### config.mk
export PLATFORM = sky130hd
export DESIGN_NAME = io_hub_top
export DESIGN_NICKNAME = d
export VERILOG_FILES = /design/src/source/io_hub_pkg.sv /design/src/source/axil_target.sv /design/src/source/io_decode.sv /design/src/source/io_hub_top.sv /design/src/source/sys_ctrl_regs.sv /design/src/source/tick_timer.sv
export SDC_FILE = /design/constraint.sdc
export NUM_CORES = 1
export LEC_CHECK = 0
export ABC_AREA = 0
export BUFFER_PORTS_ARGS = -buffer_cell sky130_fd_sc_hd__buf_2
export CELL_PAD_IN_SITES_DETAIL_PLACEMENT = 0
export CELL_PAD_IN_SITES_GLOBAL_PLACEMENT = 2
export CORE_MARGIN = 2
export CORE_UTILIZATION = 34
export CTS_CLUSTER_SIZE = 8
export DETAILED_ROUTE_END_ITERATION = 10
export PLACE_DENSITY_LB_ADDON = 0.1
export SYNTH_ARGS = -nofsm -noshare
export SYNTH_HDL_FRONTEND = slang
export SYNTH_SLANG_ARGS = --single-unit
### constraint.sdc
create_clock -name clk100 -period 3.15 [get_ports clk100]
set_input_delay 0.63 -clock clk100 [delete_from_list [all_inputs] [get_ports clk100]]
set_output_delay 0.63 -clock clk100 [all_outputs]
set_load 0.005 [all_outputs]
### src/source/io_hub_pkg.sv
package io_hub_pkg;

	// --------------------------------------------------
	// bus level types
	// --------------------------------------------------
	typedef logic [31:0] bus_addr_t;	// byte address
	typedef logic [31:0] bus_data_t;
	typedef logic [3:0]  bus_strb_t;	// one bit per byte lane
	typedef logic [1:0]  bus_resp_t;

	localparam bus_resp_t RESP_OKAY   = 2'b00;
	localparam bus_resp_t RESP_SLVERR = 2'b10;

	// --------------------------------------------------
	// register types
	// --------------------------------------------------
	typedef logic [7:0]  led_t;
	typedef logic [15:0] core_mask_t;	// one reset request per core
	typedef logic [15:0] clken_t;

	// cores 1 and 2 clocked out of reset
	localparam clken_t CLKEN_RESET = 16'h0006;

	// io pages, named by address bits 31:8
	typedef logic [23:0] page_t;

	localparam page_t PAGE_LED     = 24'hFD0FFF;
	localparam page_t PAGE_SYSCTRL = 24'hFD0FFC;

	// --------------------------------------------------
	// internal request / response
	// --------------------------------------------------
	typedef struct packed {
		logic      valid;	// one cycle per transaction
		logic      wr;
		bus_addr_t addr;
		bus_data_t wdata;
		bus_strb_t strb;
	} io_req_t;

	typedef struct packed {
		logic      valid;
		bus_data_t rdata;
		bus_resp_t resp;
	} io_rsp_t;

endpackage

### src/source/axil_target.sv
`timescale 1ns/1ns

module axil_target (
	input  logic                  clk100,
	input  logic                  rst,
	input  io_hub_pkg::bus_addr_t s_axil_awaddr_i,
	input  logic                  s_axil_awvalid_i,
	output logic                  s_axil_awready_o,
	input  io_hub_pkg::bus_data_t s_axil_wdata_i,
	input  io_hub_pkg::bus_strb_t s_axil_wstrb_i,
	input  logic                  s_axil_wvalid_i,
	output logic                  s_axil_wready_o,
	output io_hub_pkg::bus_resp_t s_axil_bresp_o,
	output logic                  s_axil_bvalid_o,
	input  logic                  s_axil_bready_i,
	input  io_hub_pkg::bus_addr_t s_axil_araddr_i,
	input  logic                  s_axil_arvalid_i,
	output logic                  s_axil_arready_o,
	output io_hub_pkg::bus_data_t s_axil_rdata_o,
	output io_hub_pkg::bus_resp_t s_axil_rresp_o,
	output logic                  s_axil_rvalid_o,
	input  logic                  s_axil_rready_i,
	output io_hub_pkg::io_req_t   req_o,	// to decoder
	input  io_hub_pkg::io_rsp_t   rsp_i
);
	import io_hub_pkg::*;

	typedef enum logic [1:0] {
		ST_IDLE,	// nothing outstanding
		ST_ISSUE,	// request on req_o
		ST_WAIT,	// decoder working
		ST_RESP	// b or r channel valid
	} state_t;

	state_t    state;
	logic      is_wr;	// outstanding op is a write
	bus_addr_t aw_addr_q;	// write address
	bus_data_t w_data_q;	// write data, held apart from the address
	bus_strb_t w_strb_q;
	bus_addr_t ar_addr_q;
	bus_data_t rdata_q;
	bus_resp_t resp_q;
	logic      wr_accept;
	logic      rd_accept;
	logic      rsp_taken;

	// --------------------------------------------------
	// acceptance, writes win
	// --------------------------------------------------
	// both write channels must be up, so they complete together
	assign wr_accept = (state == ST_IDLE) & s_axil_awvalid_i & s_axil_wvalid_i;
	// a half-present write still blocks reads
	assign rd_accept = (state == ST_IDLE) & s_axil_arvalid_i
		& ~s_axil_awvalid_i & ~s_axil_wvalid_i;

	assign s_axil_awready_o = wr_accept;
	assign s_axil_wready_o  = wr_accept;	// same pulse as awready
	assign s_axil_arready_o = rd_accept;

	assign rsp_taken = is_wr ? s_axil_bready_i : s_axil_rready_i;

	always_ff @(posedge clk100) begin
		if (rst) begin
			state <= ST_IDLE;
			is_wr <= 1'b0;
		end else begin
			case (state)
			ST_IDLE: begin
				if (wr_accept) begin
					state <= ST_ISSUE;
					is_wr <= 1'b1;
				end else if (rd_accept) begin
					state <= ST_ISSUE;
					is_wr <= 1'b0;
				end
			end
			ST_ISSUE: state <= ST_WAIT;	// req valid for this one cycle
			ST_WAIT: begin
				if (rsp_i.valid)
					state <= ST_RESP;
			end
			ST_RESP: begin
				if (rsp_taken)
					state <= ST_IDLE;	// held until master takes it
			end
			default: state <= ST_IDLE;
			endcase
		end
	end

	// --------------------------------------------------
	// payload capture
	// --------------------------------------------------
	always_ff @(posedge clk100) begin
		if (wr_accept) begin
			aw_addr_q <= s_axil_awaddr_i;
			w_data_q  <= s_axil_wdata_i;
			w_strb_q  <= s_axil_wstrb_i;
		end
		if (rd_accept)
			ar_addr_q <= s_axil_araddr_i;
		if (state == ST_WAIT && rsp_i.valid) begin
			rdata_q <= rsp_i.rdata;
			resp_q  <= rsp_i.resp;
		end
	end

	always_comb begin
		req_o.valid = (state == ST_ISSUE);
		req_o.wr    = is_wr;
		req_o.addr  = is_wr ? aw_addr_q : ar_addr_q;
		req_o.wdata = w_data_q;
		req_o.strb  = is_wr ? w_strb_q : 4'h0;	// reads carry no lanes
	end

	// response channels share the captured word
	assign s_axil_bvalid_o = (state == ST_RESP) & is_wr;
	assign s_axil_bresp_o  = resp_q;
	assign s_axil_rvalid_o = (state == ST_RESP) & ~is_wr;
	assign s_axil_rresp_o  = resp_q;
	assign s_axil_rdata_o  = rdata_q;

endmodule

### src/source/io_decode.sv
`timescale 1ns/1ns

module io_decode (
	input  logic                  clk100,
	input  logic                  rst,
	input  io_hub_pkg::io_req_t   req_i,
	output io_hub_pkg::io_rsp_t   rsp_o,
	output logic                  led_sel_o,
	output logic                  sysctrl_sel_o,
	output logic                  wr_o,
	output io_hub_pkg::bus_data_t wdata_o,
	output io_hub_pkg::bus_strb_t strb_o,
	input  io_hub_pkg::bus_data_t regs_rdata_i	// combinational read word
);
	import io_hub_pkg::*;

	page_t     page;
	logic      led_hit;
	logic      sys_hit;
	logic      any_hit;
	logic      rsp_valid;
	bus_data_t rsp_rdata;
	bus_resp_t rsp_resp;

	// --------------------------------------------------
	// page decode
	// --------------------------------------------------
	assign page    = req_i.addr[31:8];	// 256 byte pages
	assign led_hit = (page == PAGE_LED);
	assign sys_hit = (page == PAGE_SYSCTRL);
	assign any_hit = led_hit | sys_hit;

	// selects live only for the request cycle
	assign led_sel_o     = req_i.valid & led_hit;
	assign sysctrl_sel_o = req_i.valid & sys_hit;

	assign wr_o    = req_i.wr;
	assign wdata_o = req_i.wdata;
	assign strb_o  = req_i.strb;

	// --------------------------------------------------
	// registered response, one cycle behind
	// --------------------------------------------------
	always_ff @(posedge clk100) begin
		if (rst)
			rsp_valid <= 1'b0;
		else
			rsp_valid <= req_i.valid;
	end

	always_ff @(posedge clk100) begin
		if (req_i.valid) begin
			// zero data on writes and on a miss
			if (any_hit && !req_i.wr)
				rsp_rdata <= regs_rdata_i;
			else
				rsp_rdata <= '0;
			rsp_resp <= any_hit ? RESP_OKAY : RESP_SLVERR;	// decode error
		end
	end

	always_comb begin
		rsp_o.valid = rsp_valid;
		rsp_o.rdata = rsp_rdata;
		rsp_o.resp  = rsp_resp;
	end

endmodule

### src/source/io_hub_top.sv
`timescale 1ns/1ns

module io_hub_top #(
	parameter int RST_PULSE_LEN = 64,
	parameter int TMR_PERIOD    = 1000000,	// ticks per interrupt period
	parameter int TMR_ON        = 150,
	parameter int TMR_OFF       = 200
) (
	input  logic                   clk100,
	input  logic                   rst,
	// write address
	input  io_hub_pkg::bus_addr_t  s_axil_awaddr_i,
	input  logic                   s_axil_awvalid_i,
	output logic                   s_axil_awready_o,
	// write data
	input  io_hub_pkg::bus_data_t  s_axil_wdata_i,
	input  io_hub_pkg::bus_strb_t  s_axil_wstrb_i,
	input  logic                   s_axil_wvalid_i,
	output logic                   s_axil_wready_o,
	// write response
	output io_hub_pkg::bus_resp_t  s_axil_bresp_o,
	output logic                   s_axil_bvalid_o,
	input  logic                   s_axil_bready_i,
	// read address
	input  io_hub_pkg::bus_addr_t  s_axil_araddr_i,
	input  logic                   s_axil_arvalid_i,
	output logic                   s_axil_arready_o,
	// read data
	output io_hub_pkg::bus_data_t  s_axil_rdata_o,
	output io_hub_pkg::bus_resp_t  s_axil_rresp_o,
	output logic                   s_axil_rvalid_o,
	input  logic                   s_axil_rready_i,
	// io outputs
	output io_hub_pkg::led_t       led_o,
	output io_hub_pkg::core_mask_t core_rst_o,
	output io_hub_pkg::clken_t     clken_o,
	output logic                   tmr_irq_o
);
	import io_hub_pkg::*;

	io_req_t   req;	// target -> decoder
	io_rsp_t   rsp;	// decoder -> target
	logic      led_sel;
	logic      sysctrl_sel;
	logic      wr;
	bus_data_t wdata;
	bus_strb_t strb;
	bus_data_t regs_rdata;

	axil_target i_axil_target (
		.clk100           (clk100),
		.rst              (rst),
		.s_axil_awaddr_i  (s_axil_awaddr_i),
		.s_axil_awvalid_i (s_axil_awvalid_i),
		.s_axil_awready_o (s_axil_awready_o),
		.s_axil_wdata_i   (s_axil_wdata_i),
		.s_axil_wstrb_i   (s_axil_wstrb_i),
		.s_axil_wvalid_i  (s_axil_wvalid_i),
		.s_axil_wready_o  (s_axil_wready_o),
		.s_axil_bresp_o   (s_axil_bresp_o),
		.s_axil_bvalid_o  (s_axil_bvalid_o),
		.s_axil_bready_i  (s_axil_bready_i),
		.s_axil_araddr_i  (s_axil_araddr_i),
		.s_axil_arvalid_i (s_axil_arvalid_i),
		.s_axil_arready_o (s_axil_arready_o),
		.s_axil_rdata_o   (s_axil_rdata_o),
		.s_axil_rresp_o   (s_axil_rresp_o),
		.s_axil_rvalid_o  (s_axil_rvalid_o),
		.s_axil_rready_i  (s_axil_rready_i),
		.req_o            (req),
		.rsp_i            (rsp)
	);

	io_decode i_io_decode (
		.clk100        (clk100),
		.rst           (rst),
		.req_i         (req),
		.rsp_o         (rsp),
		.led_sel_o     (led_sel),
		.sysctrl_sel_o (sysctrl_sel),
		.wr_o          (wr),
		.wdata_o       (wdata),
		.strb_o        (strb),
		.regs_rdata_i  (regs_rdata)
	);

	sys_ctrl_regs #(
		.RST_PULSE_LEN (RST_PULSE_LEN)
	) i_sys_ctrl_regs (
		.clk100        (clk100),
		.rst           (rst),
		.led_sel_i     (led_sel),
		.sysctrl_sel_i (sysctrl_sel),
		.wr_i          (wr),
		.wdata_i       (wdata),
		.strb_i        (strb),
		.rdata_o       (regs_rdata),
		.led_o         (led_o),
		.core_rst_o    (core_rst_o),
		.clken_o       (clken_o)
	);

	// free running, no bus access
	tick_timer #(
		.TMR_PERIOD (TMR_PERIOD),
		.TMR_ON     (TMR_ON),
		.TMR_OFF    (TMR_OFF)
	) i_tick_timer (
		.clk100    (clk100),
		.rst       (rst),
		.tmr_irq_o (tmr_irq_o)
	);

endmodule

### src/source/sys_ctrl_regs.sv
`timescale 1ns/1ns

module sys_ctrl_regs #(
	parameter int RST_PULSE_LEN = 64	// cycles per core reset pulse
) (
	input  logic                   clk100,
	input  logic                   rst,
	input  logic                   led_sel_i,
	input  logic                   sysctrl_sel_i,
	input  logic                   wr_i,
	input  io_hub_pkg::bus_data_t  wdata_i,
	input  io_hub_pkg::bus_strb_t  strb_i,
	output io_hub_pkg::bus_data_t  rdata_o,
	output io_hub_pkg::led_t       led_o,
	output io_hub_pkg::core_mask_t core_rst_o,
	output io_hub_pkg::clken_t     clken_o
);
	import io_hub_pkg::*;

	// one spare bit so the count can sit at RST_PULSE_LEN
	localparam int CNT_W = $clog2(RST_PULSE_LEN) + 1;

	logic [CNT_W-1:0] rst_cnt;
	logic             pulse_on;
	logic             led_wr;
	logic             sys_wr;
	led_t             led_q;
	core_mask_t       rst_mask;
	core_mask_t       rsts;	// live pulse mask
	clken_t           clken_q;

	assign led_wr   = led_sel_i & wr_i;
	assign sys_wr   = sysctrl_sel_i & wr_i;
	assign pulse_on = (rst_cnt < CNT_W'(RST_PULSE_LEN));
	assign rsts     = pulse_on ? rst_mask : '0;

	// --------------------------------------------------
	// led register
	// --------------------------------------------------
	always_ff @(posedge clk100) begin
		if (rst)
			led_q <= '0;
		else if (led_wr && strb_i[0])
			led_q <= wdata_i[7:0];	// low lane only
	end

	// --------------------------------------------------
	// core reset mask, pulse counter, clock enables
	// --------------------------------------------------
	always_ff @(posedge clk100) begin
		if (rst) begin
			rst_cnt  <= CNT_W'(RST_PULSE_LEN);	// idle, no pulse
			rst_mask <= '0;
			clken_q  <= CLKEN_RESET;
		end else begin
			if (pulse_on)
				rst_cnt <= rst_cnt + 1'b1;
			else
				rst_mask <= '0;	// pulse over
			if (sys_wr && (strb_i[0] || strb_i[1])) begin
				rst_mask   <= wdata_i[15:0];
				rst_cnt    <= '0;	// restart pulse
				// resetting cores 4/5 turns their clock on
				clken_q[2] <= clken_q[2] | (|wdata_i[5:4]);
			end
			// upper lanes overwrite, so this beats the set above
			if (sys_wr && (strb_i[2] || strb_i[3]))
				clken_q[2:0] <= wdata_i[18:16];
		end
	end

	// read mux, no register here, decoder latches it
	always_comb begin
		if (led_sel_i)
			rdata_o = {24'h000000, led_q};
		else if (sysctrl_sel_i)
			rdata_o = {clken_q, rsts};
		else
			rdata_o = '0;
	end

	assign led_o      = led_q;
	assign core_rst_o = rsts;
	assign clken_o    = clken_q;	// plain outputs, gating is elsewhere

endmodule

### src/source/tick_timer.sv
`timescale 1ns/1ns

module tick_timer #(
	parameter int TMR_PERIOD = 1000000,	// count wraps after this
	parameter int TMR_ON     = 150,	// irq rises here
	parameter int TMR_OFF    = 200	// and falls here
) (
	input  logic clk100,
	input  logic rst,
	output logic tmr_irq_o
);

	localparam int CNT_W = $clog2(TMR_PERIOD + 1);

	logic [CNT_W-1:0] icnt;
	logic             irq_q;

	// --------------------------------------------------
	// period counter, runs 1 .. TMR_PERIOD
	// --------------------------------------------------
	always_ff @(posedge clk100) begin
		if (rst) begin
			icnt  <= CNT_W'(1);
			irq_q <= 1'b0;
		end else begin
			if (icnt == CNT_W'(TMR_PERIOD))
				icnt <= CNT_W'(1);	// wrap
			else
				icnt <= icnt + 1'b1;
			// window is TMR_OFF - TMR_ON cycles wide
			if (icnt == CNT_W'(TMR_ON))
				irq_q <= 1'b1;
			else if (icnt == CNT_W'(TMR_OFF))
				irq_q <= 1'b0;
		end
	end

	assign tmr_irq_o = irq_q;

endmodule

==> flow_metrics.env, run 1 <==
export IMPL_critical_path_cell_chain="inv_1 -> ha_1 -> and3_2 -> buf_2"
export IMPL_dr_pass1_iters=4
export IMPL_worstHoldStart="s_axil_araddr_i[15]"
export IMPL_num_antenna_cells=0
export IMPL_yosysSeqAreaShare_pct=66.9
export IMPL_grt_max_degree=36
export IMPL_via_per_inst=4.43
export IMPL_period_needed_ns=2.56
export IMPL_synthFlopType="edfxtp_1"
export IMPL_cp_top_family="simple AND/OR/NAND/NOR gates"
export IMPL_hold_path_end="i_axil_target.ar_addr_q[15]$_DFFE_PP_"
export IMPL_grt_pass1_wl_mm=21.5
export IMPL_worstMarginPinSlew_ns=1.02
export IMPL_cp_end_kind="primary output"
export IMPL_design_area_um2=8220
export IMPL_required_ns=2.52
export IMPL_grt_overflow=0
export IMPL_r2r_start="i_axil_target.is_wr$_SDFFE_PP0P_"
export IMPL_place_port_buffers=131
export IMPL_r2r_slack_ns=0.80
export IMPL_cts_num_sinks=170
export IMPL_cp_start_kind="flip-flop"
export IMPL_crit_path_top_delay_cell="and3_2"
export IMPL_routedWlPerCell_um=14.8
export IMPL_hold_buffers=0
export IMPL_syn_to_final_growth_pct=21.8
export IMPL_regArea_um2=4510
export IMPL_cts_buffer_depth=2
export IMPL_placed_area_um2=7590
export IMPL_path_buf_inv=2
export IMPL_ff2ff_path_depth=5
export IMPL_dieHeight_um=145
export IMPL_grt_pass1_vias=4058
export IMPL_layout_drive_gt1_share_pct=29.2
export IMPL_slew_violations=0
export IMPL_multi_input_area_um2=1970
export IMPL_drv_cap=0
export IMPL_grt_total_usage_pct=13.8
export IMPL_ant_nets=0
export IMPL_wirelength_mm=13.7
export IMPL_ys_ff_latch=170
export IMPL_fin_ws_ns=0.590
export IMPL_numCtsBuffers=17
export IMPL_antenna_found_initial=2
export IMPL_setup_violations=0
export IMPL_root_buffer="clkbuf_16"
export IMPL_cts_setup_buffers=0
export IMPL_die_x_um=145
export IMPL_finalCritPeriodShare_pct=81.3
export IMPL_core_rowCount=51
export IMPL_hold_class="in2reg"
export IMPL_cp_arrival_ns=1.93
export IMPL_cts_resized=0
export IMPL_hold_depth=1
export IMPL_p_leak_nw=3.26
export IMPL_clock_fmax_mhz=391
export IMPL_drc=0
export IMPL_tns_ns=0
export IMPL_synth_async_reset_ratio_pct=0
export IMPL_finalHoldViolCount=0
export IMPL_die_area_um2=21000
export IMPL_core_um2=19500
export IMPL_crit_type="reg2out"
export IMPL_netlist_cell_type_count=48
export IMPL_ir_worst_vdd_uv=363
export IMPL_fill_cells=1840
export IMPL_drtIter0Drc=171
export IMPL_total_power_mw=5.35
export IMPL_power_density_nw_per_um2=650
export IMPL_cpPeakStageDelay_ns=0.54
export IMPL_vias=4108
export IMPL_outcome="completed"
export IMPL_syn_area_um2=6750
export IMPL_synth_edf_count=111
export IMPL_cts_tree="built"
export IMPL_place_ws_ns=0.790
export IMPL_final_common_cell="buf_2"
export IMPL_clkTransAtPathRegs_ns=0.07
export IMPL_globalplace_congestion=0.750
export IMPL_synth_cells=510
export IMPL_htree_num_levels=4
export IMPL_rsz0062_at_grt="no"
export IMPL_finClkSkew_ns=0.0138
export IMPL_dp_hpwl_mm=9.73
export IMPL_start_util_pct=34.7
export IMPL_syn_mean_instance_area_um2=13.2
export IMPL_final_cell_mix="buf_2, edfxtp_1, nor2_1, dfxtp_1, mux2i_1"
export IMPL_ys_warnings_count=0
export IMPL_holdWs_ns=0.372
export IMPL_io_pins=189
export IMPL_worstPathMaxFanout=17
export IMPL_relSlewSlack_pct=32.0
export IMPL_r2r_end="i_io_decode.rsp_rdata[8]$_SDFFCE_PP0P_"
export IMPL_nets=765
export IMPL_clk_insertion_delay_late_ns=0.43
## power breakdown
part           leakage [nW]  internal, mW  switching, mW  total [mW]
combinational          1.46         0.143          0.296       0.439
clock                 0.306          1.22          0.964        2.19
sequential             1.50          2.65         0.0727        2.72
## final cells by class
class,instances,area share (%)
clock inverter,15,2.44
sequential,170,54.9
inverter,20,0.913
multi-input combinational,302,23.9
tap,265,4.03
clock buffer,17,5.18
timing repair buffer,138,8.61
## cells in the mapped netlist (3+ instances only)
cell / number / share of area [%]
o21ai_0: 7 / 0.52
or3_1: 7 / 0.65
nor3b_2: 5 / 0.93
nand2_1: 10 / 0.56
buf_4: 30 / 3.3
nand4b_1: 6 / 0.78
nor2_2: 6 / 0.56
nor4_1: 5 / 0.46
nand3_1: 14 / 1.0
and3_1: 3 / 0.28
nor3_1: 15 / 1.1
xnor2_1: 14 / 1.8
edfxtp_1: 111 / 49
a21oi_1: 9 / 0.67
nor2b_1: 19 / 1.8
dfxtp_1: 59 / 18
nor3b_1: 4 / 0.45
nand4_1: 5 / 0.46
clkbuf_1: 10 / 0.56
ha_1: 9 / 1.7
mux2i_1: 29 / 4.3
or4_1: 3 / 0.33
a22oi_1: 7 / 0.78
nor2_1: 60 / 3.3
inv_1: 20 / 1.1
buf_2: 3 / 0.22
nand2b_1: 6 / 0.56
xor2_1: 7 / 0.91
## metal layers
layer	share of wire, %	track usage [%]	routed length [um]	vias to the layer above
met5	0.17	0	23	-
met4	0.87	3.88	119	4
met3	6.7	5.20	922	15
met2	46	21.6	6370	126
met1	46	17.9	6310	1922
li1	-	-	-	2041
## cells by family (layout without fill, tap and decap cells)
kind of cell | count (synthesis) | count (layout) | synth area share (%)
xor gates and xnor gates | 21 | 21 | 2.73
and+or+nand+nor | 181 | 181 | 15.2
muxes | 29 | 29 | 4.30
AOI/OAI and AO/OA | 34 | 34 | 3.52
buffers and inverters | 65 | 190 | 5.56
adders and majority gates | 9 | 9 | 1.67
other | 1 | 28 | 0.0556
DFF | 170 | 170 | 66.9
## sequential cells by signal, summed over array words and instances (netlist names)
signal	flops
i_tick_timer.tmr_irq_o	1
i_io_decode.rsp_resp	1
i_axil_target.aw_addr_q	24
i_axil_target.is_wr	1
i_io_decode.rsp_valid	1
i_sys_ctrl_regs.led_o	8
i_sys_ctrl_regs.rst_mask	16
i_tick_timer.icnt	20
i_axil_target.s_axil_bresp_o	1
i_axil_target.state	2
i_axil_target.w_strb_q	4
i_axil_target.w_data_q	19
i_sys_ctrl_regs.rst_cnt	7
i_sys_ctrl_regs.clken_o	3
i_axil_target.ar_addr_q	24
i_io_decode.rsp_rdata	19
i_axil_target.s_axil_rdata_o	19
## worst max path at each step
| stage | startpoint | cells after the start | to | slack, ns |
|---|---|---|---|---|
| 6_report | i_axil_target.state[0]$_SDFFE_PP0P_ | 4 | s_axil_awready_o | 0.59 |
| 5_1_grt | i_axil_target.state[0]$_SDFFE_PP0P_ | 4 | s_axil_awready_o | 0.45 |
| 4_1_cts | i_axil_target.state[0]$_SDFFE_PP0P_ | 4 | s_axil_awready_o | 0.55 |
| 3_5_place_dp | i_axil_target.is_wr$_SDFFE_PP0P_ | 5 | i_io_decode.rsp_rdata[8]$_SDFFCE_PP0P_ | 0.79 |
| 3_3_place_gp | i_axil_target.is_wr$_SDFFE_PP0P_ | 5 | i_io_decode.rsp_rdata[8]$_SDFFCE_PP0P_ | 0.80 |
| 2_1_floorplan | s_axil_wvalid_i | 2 | s_axil_wready_o | 0.36 |
## per-stage QoR
step / instances / util (%)
after global placement: 895 / 39.0
after global routing: 927 / 42.2
after floorplan: 537 / -
after detailed placement: 895 / 39.0
after CTS: 927 / 42.2
final: 927 / 42.2
## worst reg2reg max path: stages (launching register included)
cell and delay (ns):
dfxtp_1 0.52, nand4_1 0.21, nor4_4 0.47, o22ai_2 0.18, or3b_4 0.54, nor3b_1 0.26
Note: power is estimated with default switching activity, not from simulation.
==> inputs of run 2 (changes only) <==
==> constraint.sdc (replaced) <==
create_clock -name clk100 -period 2.6 [get_ports clk100]
set_input_delay 0.52 -clock clk100 [delete_from_list [all_inputs] [get_ports clk100]]
set_output_delay 0.52 -clock clk100 [all_outputs]
set_load 0.005 [all_outputs]
==> run 2 against run 1 <==
Against the previous run:
- cell count up 0.65%
- die area is the same
- register-to-register slack got worse by 0.51 ns
- critical path type is now reg2reg
- largest power group unchanged
- highest routed layer unchanged
==> flow_metrics.env, run 2 (synthesis gave the netlist of run 1 again) <==
export IMPL_hold_buffers=0
export IMPL_clkTransAtPathRegs_ns=0.07
export IMPL_rsz0062_at_grt="no"
export IMPL_dr_wl_met2_mm=6.44
export IMPL_routedWlPerCell_um=15.0
export IMPL_critical_path_cell_chain="buf_4 -> nand4b_1 -> nor4_4 -> o22ai_2 -> or3b_4 -> nor3b_1"
export IMPL_core_um2=19500
export IMPL_cts_buffer_depth=2
export IMPL_ir_worst_vdd_uv=398
export IMPL_nets=771
export IMPL_finalCritPeriodShare_pct=88.7
export IMPL_hold_class="in2reg"
export IMPL_place_port_buffers=131
export IMPL_tns_ns=0
export IMPL_r2r_slack_ns=0.29
export IMPL_cts_tree="built"
export IMPL_wirelength_mm=14.0
export IMPL_grt_total_usage_pct=14.0
export IMPL_path_buf_inv=1
export IMPL_wl_met3_um=796
export IMPL_htree_num_levels=4
export IMPL_syn_to_final_growth_pct=22.0
export IMPL_cts_resized=0
export IMPL_holdWs_ns=0.258
export IMPL_setup_violations=0
export IMPL_crit_type="reg2reg"
export IMPL_final_common_cell="buf_2"
export IMPL_worstPathMaxFanout=15
export IMPL_layout_drive_gt1_share_pct=29.8
export IMPL_num_antenna_cells=0
export IMPL_largestRegisters="i_axil_target.ar_addr_q (24), i_axil_target.aw_addr_q (24), i_tick_timer.icnt (20)"
export IMPL_drv_cap=0
export IMPL_grt_pass1_vias=4201
export IMPL_m1WireLength_mm=6.58
export IMPL_slew_violations=0
export IMPL_worstMarginPinSlew_ns=0.840
export IMPL_finClkSkew_ns=0.0128
export IMPL_multi_input_area_um2=1970
export IMPL_antenna_found_initial=1
export IMPL_numCtsBuffers=17
export IMPL_power_density_nw_per_um2=772
export IMPL_io_pins=189
export IMPL_cp_end_kind="flip-flop"
export IMPL_root_buffer="clkbuf_16"
export IMPL_relSlewSlack_pct=44.0
export IMPL_die_x_um=145
export IMPL_total_power_mw=6.36
export IMPL_final_util_pct=42.3
export IMPL_grt_pass1_wl_mm=21.9
export IMPL_cts_num_sinks=170
export IMPL_regArea_um2=4510
export IMPL_globalplace_congestion=0.759
export IMPL_fill_cells=1820
export IMPL_routed_top_layer="met5"
export IMPL_die_area_um2=21000
export IMPL_dieHeight_um=145
export IMPL_grt_overflow=0
export IMPL_required_ns=2.85
export IMPL_dr_pass1_iters=4
export IMPL_core_rowCount=51
export IMPL_via_per_inst=4.48
export IMPL_start_util_pct=34.7
export IMPL_cp_start_kind="flip-flop"
export IMPL_cp_arrival_ns=2.56
export IMPL_grt_max_degree=28
export IMPL_ant_nets=0
export IMPL_clock_fmax_mhz=433
export IMPL_drc=0
export IMPL_vias=4180
export IMPL_finalHoldViolCount=0
export IMPL_p_leak_nw=3.28
export IMPL_outcome="completed"
export IMPL_crit_path_top_delay_cell="or3b_4"
export IMPL_period_needed_ns=2.31
export IMPL_cts_setup_buffers=0
export IMPL_cpPeakStageDelay_ns=0.54
export IMPL_final_cell_mix="buf_2, edfxtp_1, nor2_1, dfxtp_1, mux2i_1"
export IMPL_dp_hpwl_mm=9.89
export IMPL_cp_top_family="simple AND/OR/NAND/NOR gates"
export IMPL_drtIter0Drc=193
export IMPL_clk_insertion_delay_late_ns=0.43
-- run 2: report_power, final --
| group | switching [mW] | leakage, nW | internal (mW) |
|---|---|---|---|
| Combinational | 0.368 | 1.49 | 0.183 |
| Clock | 1.15 | 0.286 | 1.37 |
| Sequential | 0.0840 | 1.50 | 3.21 |
| Total | 1.60 | 3.28 | 4.76 |
-- run 2: per-stage QoR --
stage | setup WS (ns) | area [um2] | std cells
6_report | 0.293 | 8230 | 933
5_1_grt | 0.178 | 8230 | 933
4_1_cts | 0.273 | 8230 | 933
3_5_place_dp | 0.294 | 7640 | 901
3_3_place_gp | 0.354 | 7640 | 901
2_1_floorplan | 0.226 | 6850 | 537
-- run 2: worst paths after layout --
check | startpoint | end | cells past startpoint
min reg2reg | i_io_decode.rsp_rdata[1]$_SDFFCE_PN0P_ | i_axil_target.s_axil_rdata_o[1]$_DFFE_PP_ | 0
max | i_axil_target.is_wr$_SDFFE_PP0P_ | i_io_decode.rsp_rdata[9]$_SDFFCE_PP0P_ | 6
max reg2reg | i_axil_target.is_wr$_SDFFE_PP0P_ | i_io_decode.rsp_rdata[9]$_SDFFCE_PP0P_ | 6
min | s_axil_araddr_i[16] | i_axil_target.ar_addr_q[16]$_DFFE_PP_ | 1
-- run 2: cell type report --
type	instances	share of cell area [%]
Sequential cell	170	54.8
Multi-Input combinational cell	302	23.9
Timing Repair Buffer	144	9.15
Clock buffer	17	5.17
Tap cell	265	4.03
Clock inverter	15	2.04
Inverter	20	0.912
-- run 2: worst reg2reg max path, stage by stage (launching register included) --
cell	delay [ns]
dfxtp_1	0.32
buf_4	0.20
nand4b_1	0.23
nor4_4	0.39
o22ai_2	0.19
or3b_4	0.54
nor3b_1	0.27
-- run 2: metal layers --
| metal | global-route usage, % | vias to the layer above |
|---|---|---|
| met1 | 18.3 | 1977 |
| met5 | 0 | - |
| met2 | 22.3 | 132 |
| met3 | 3.75 | 16 |
| met4 | 5.06 | 2 |
| li1 | - | 2053 |
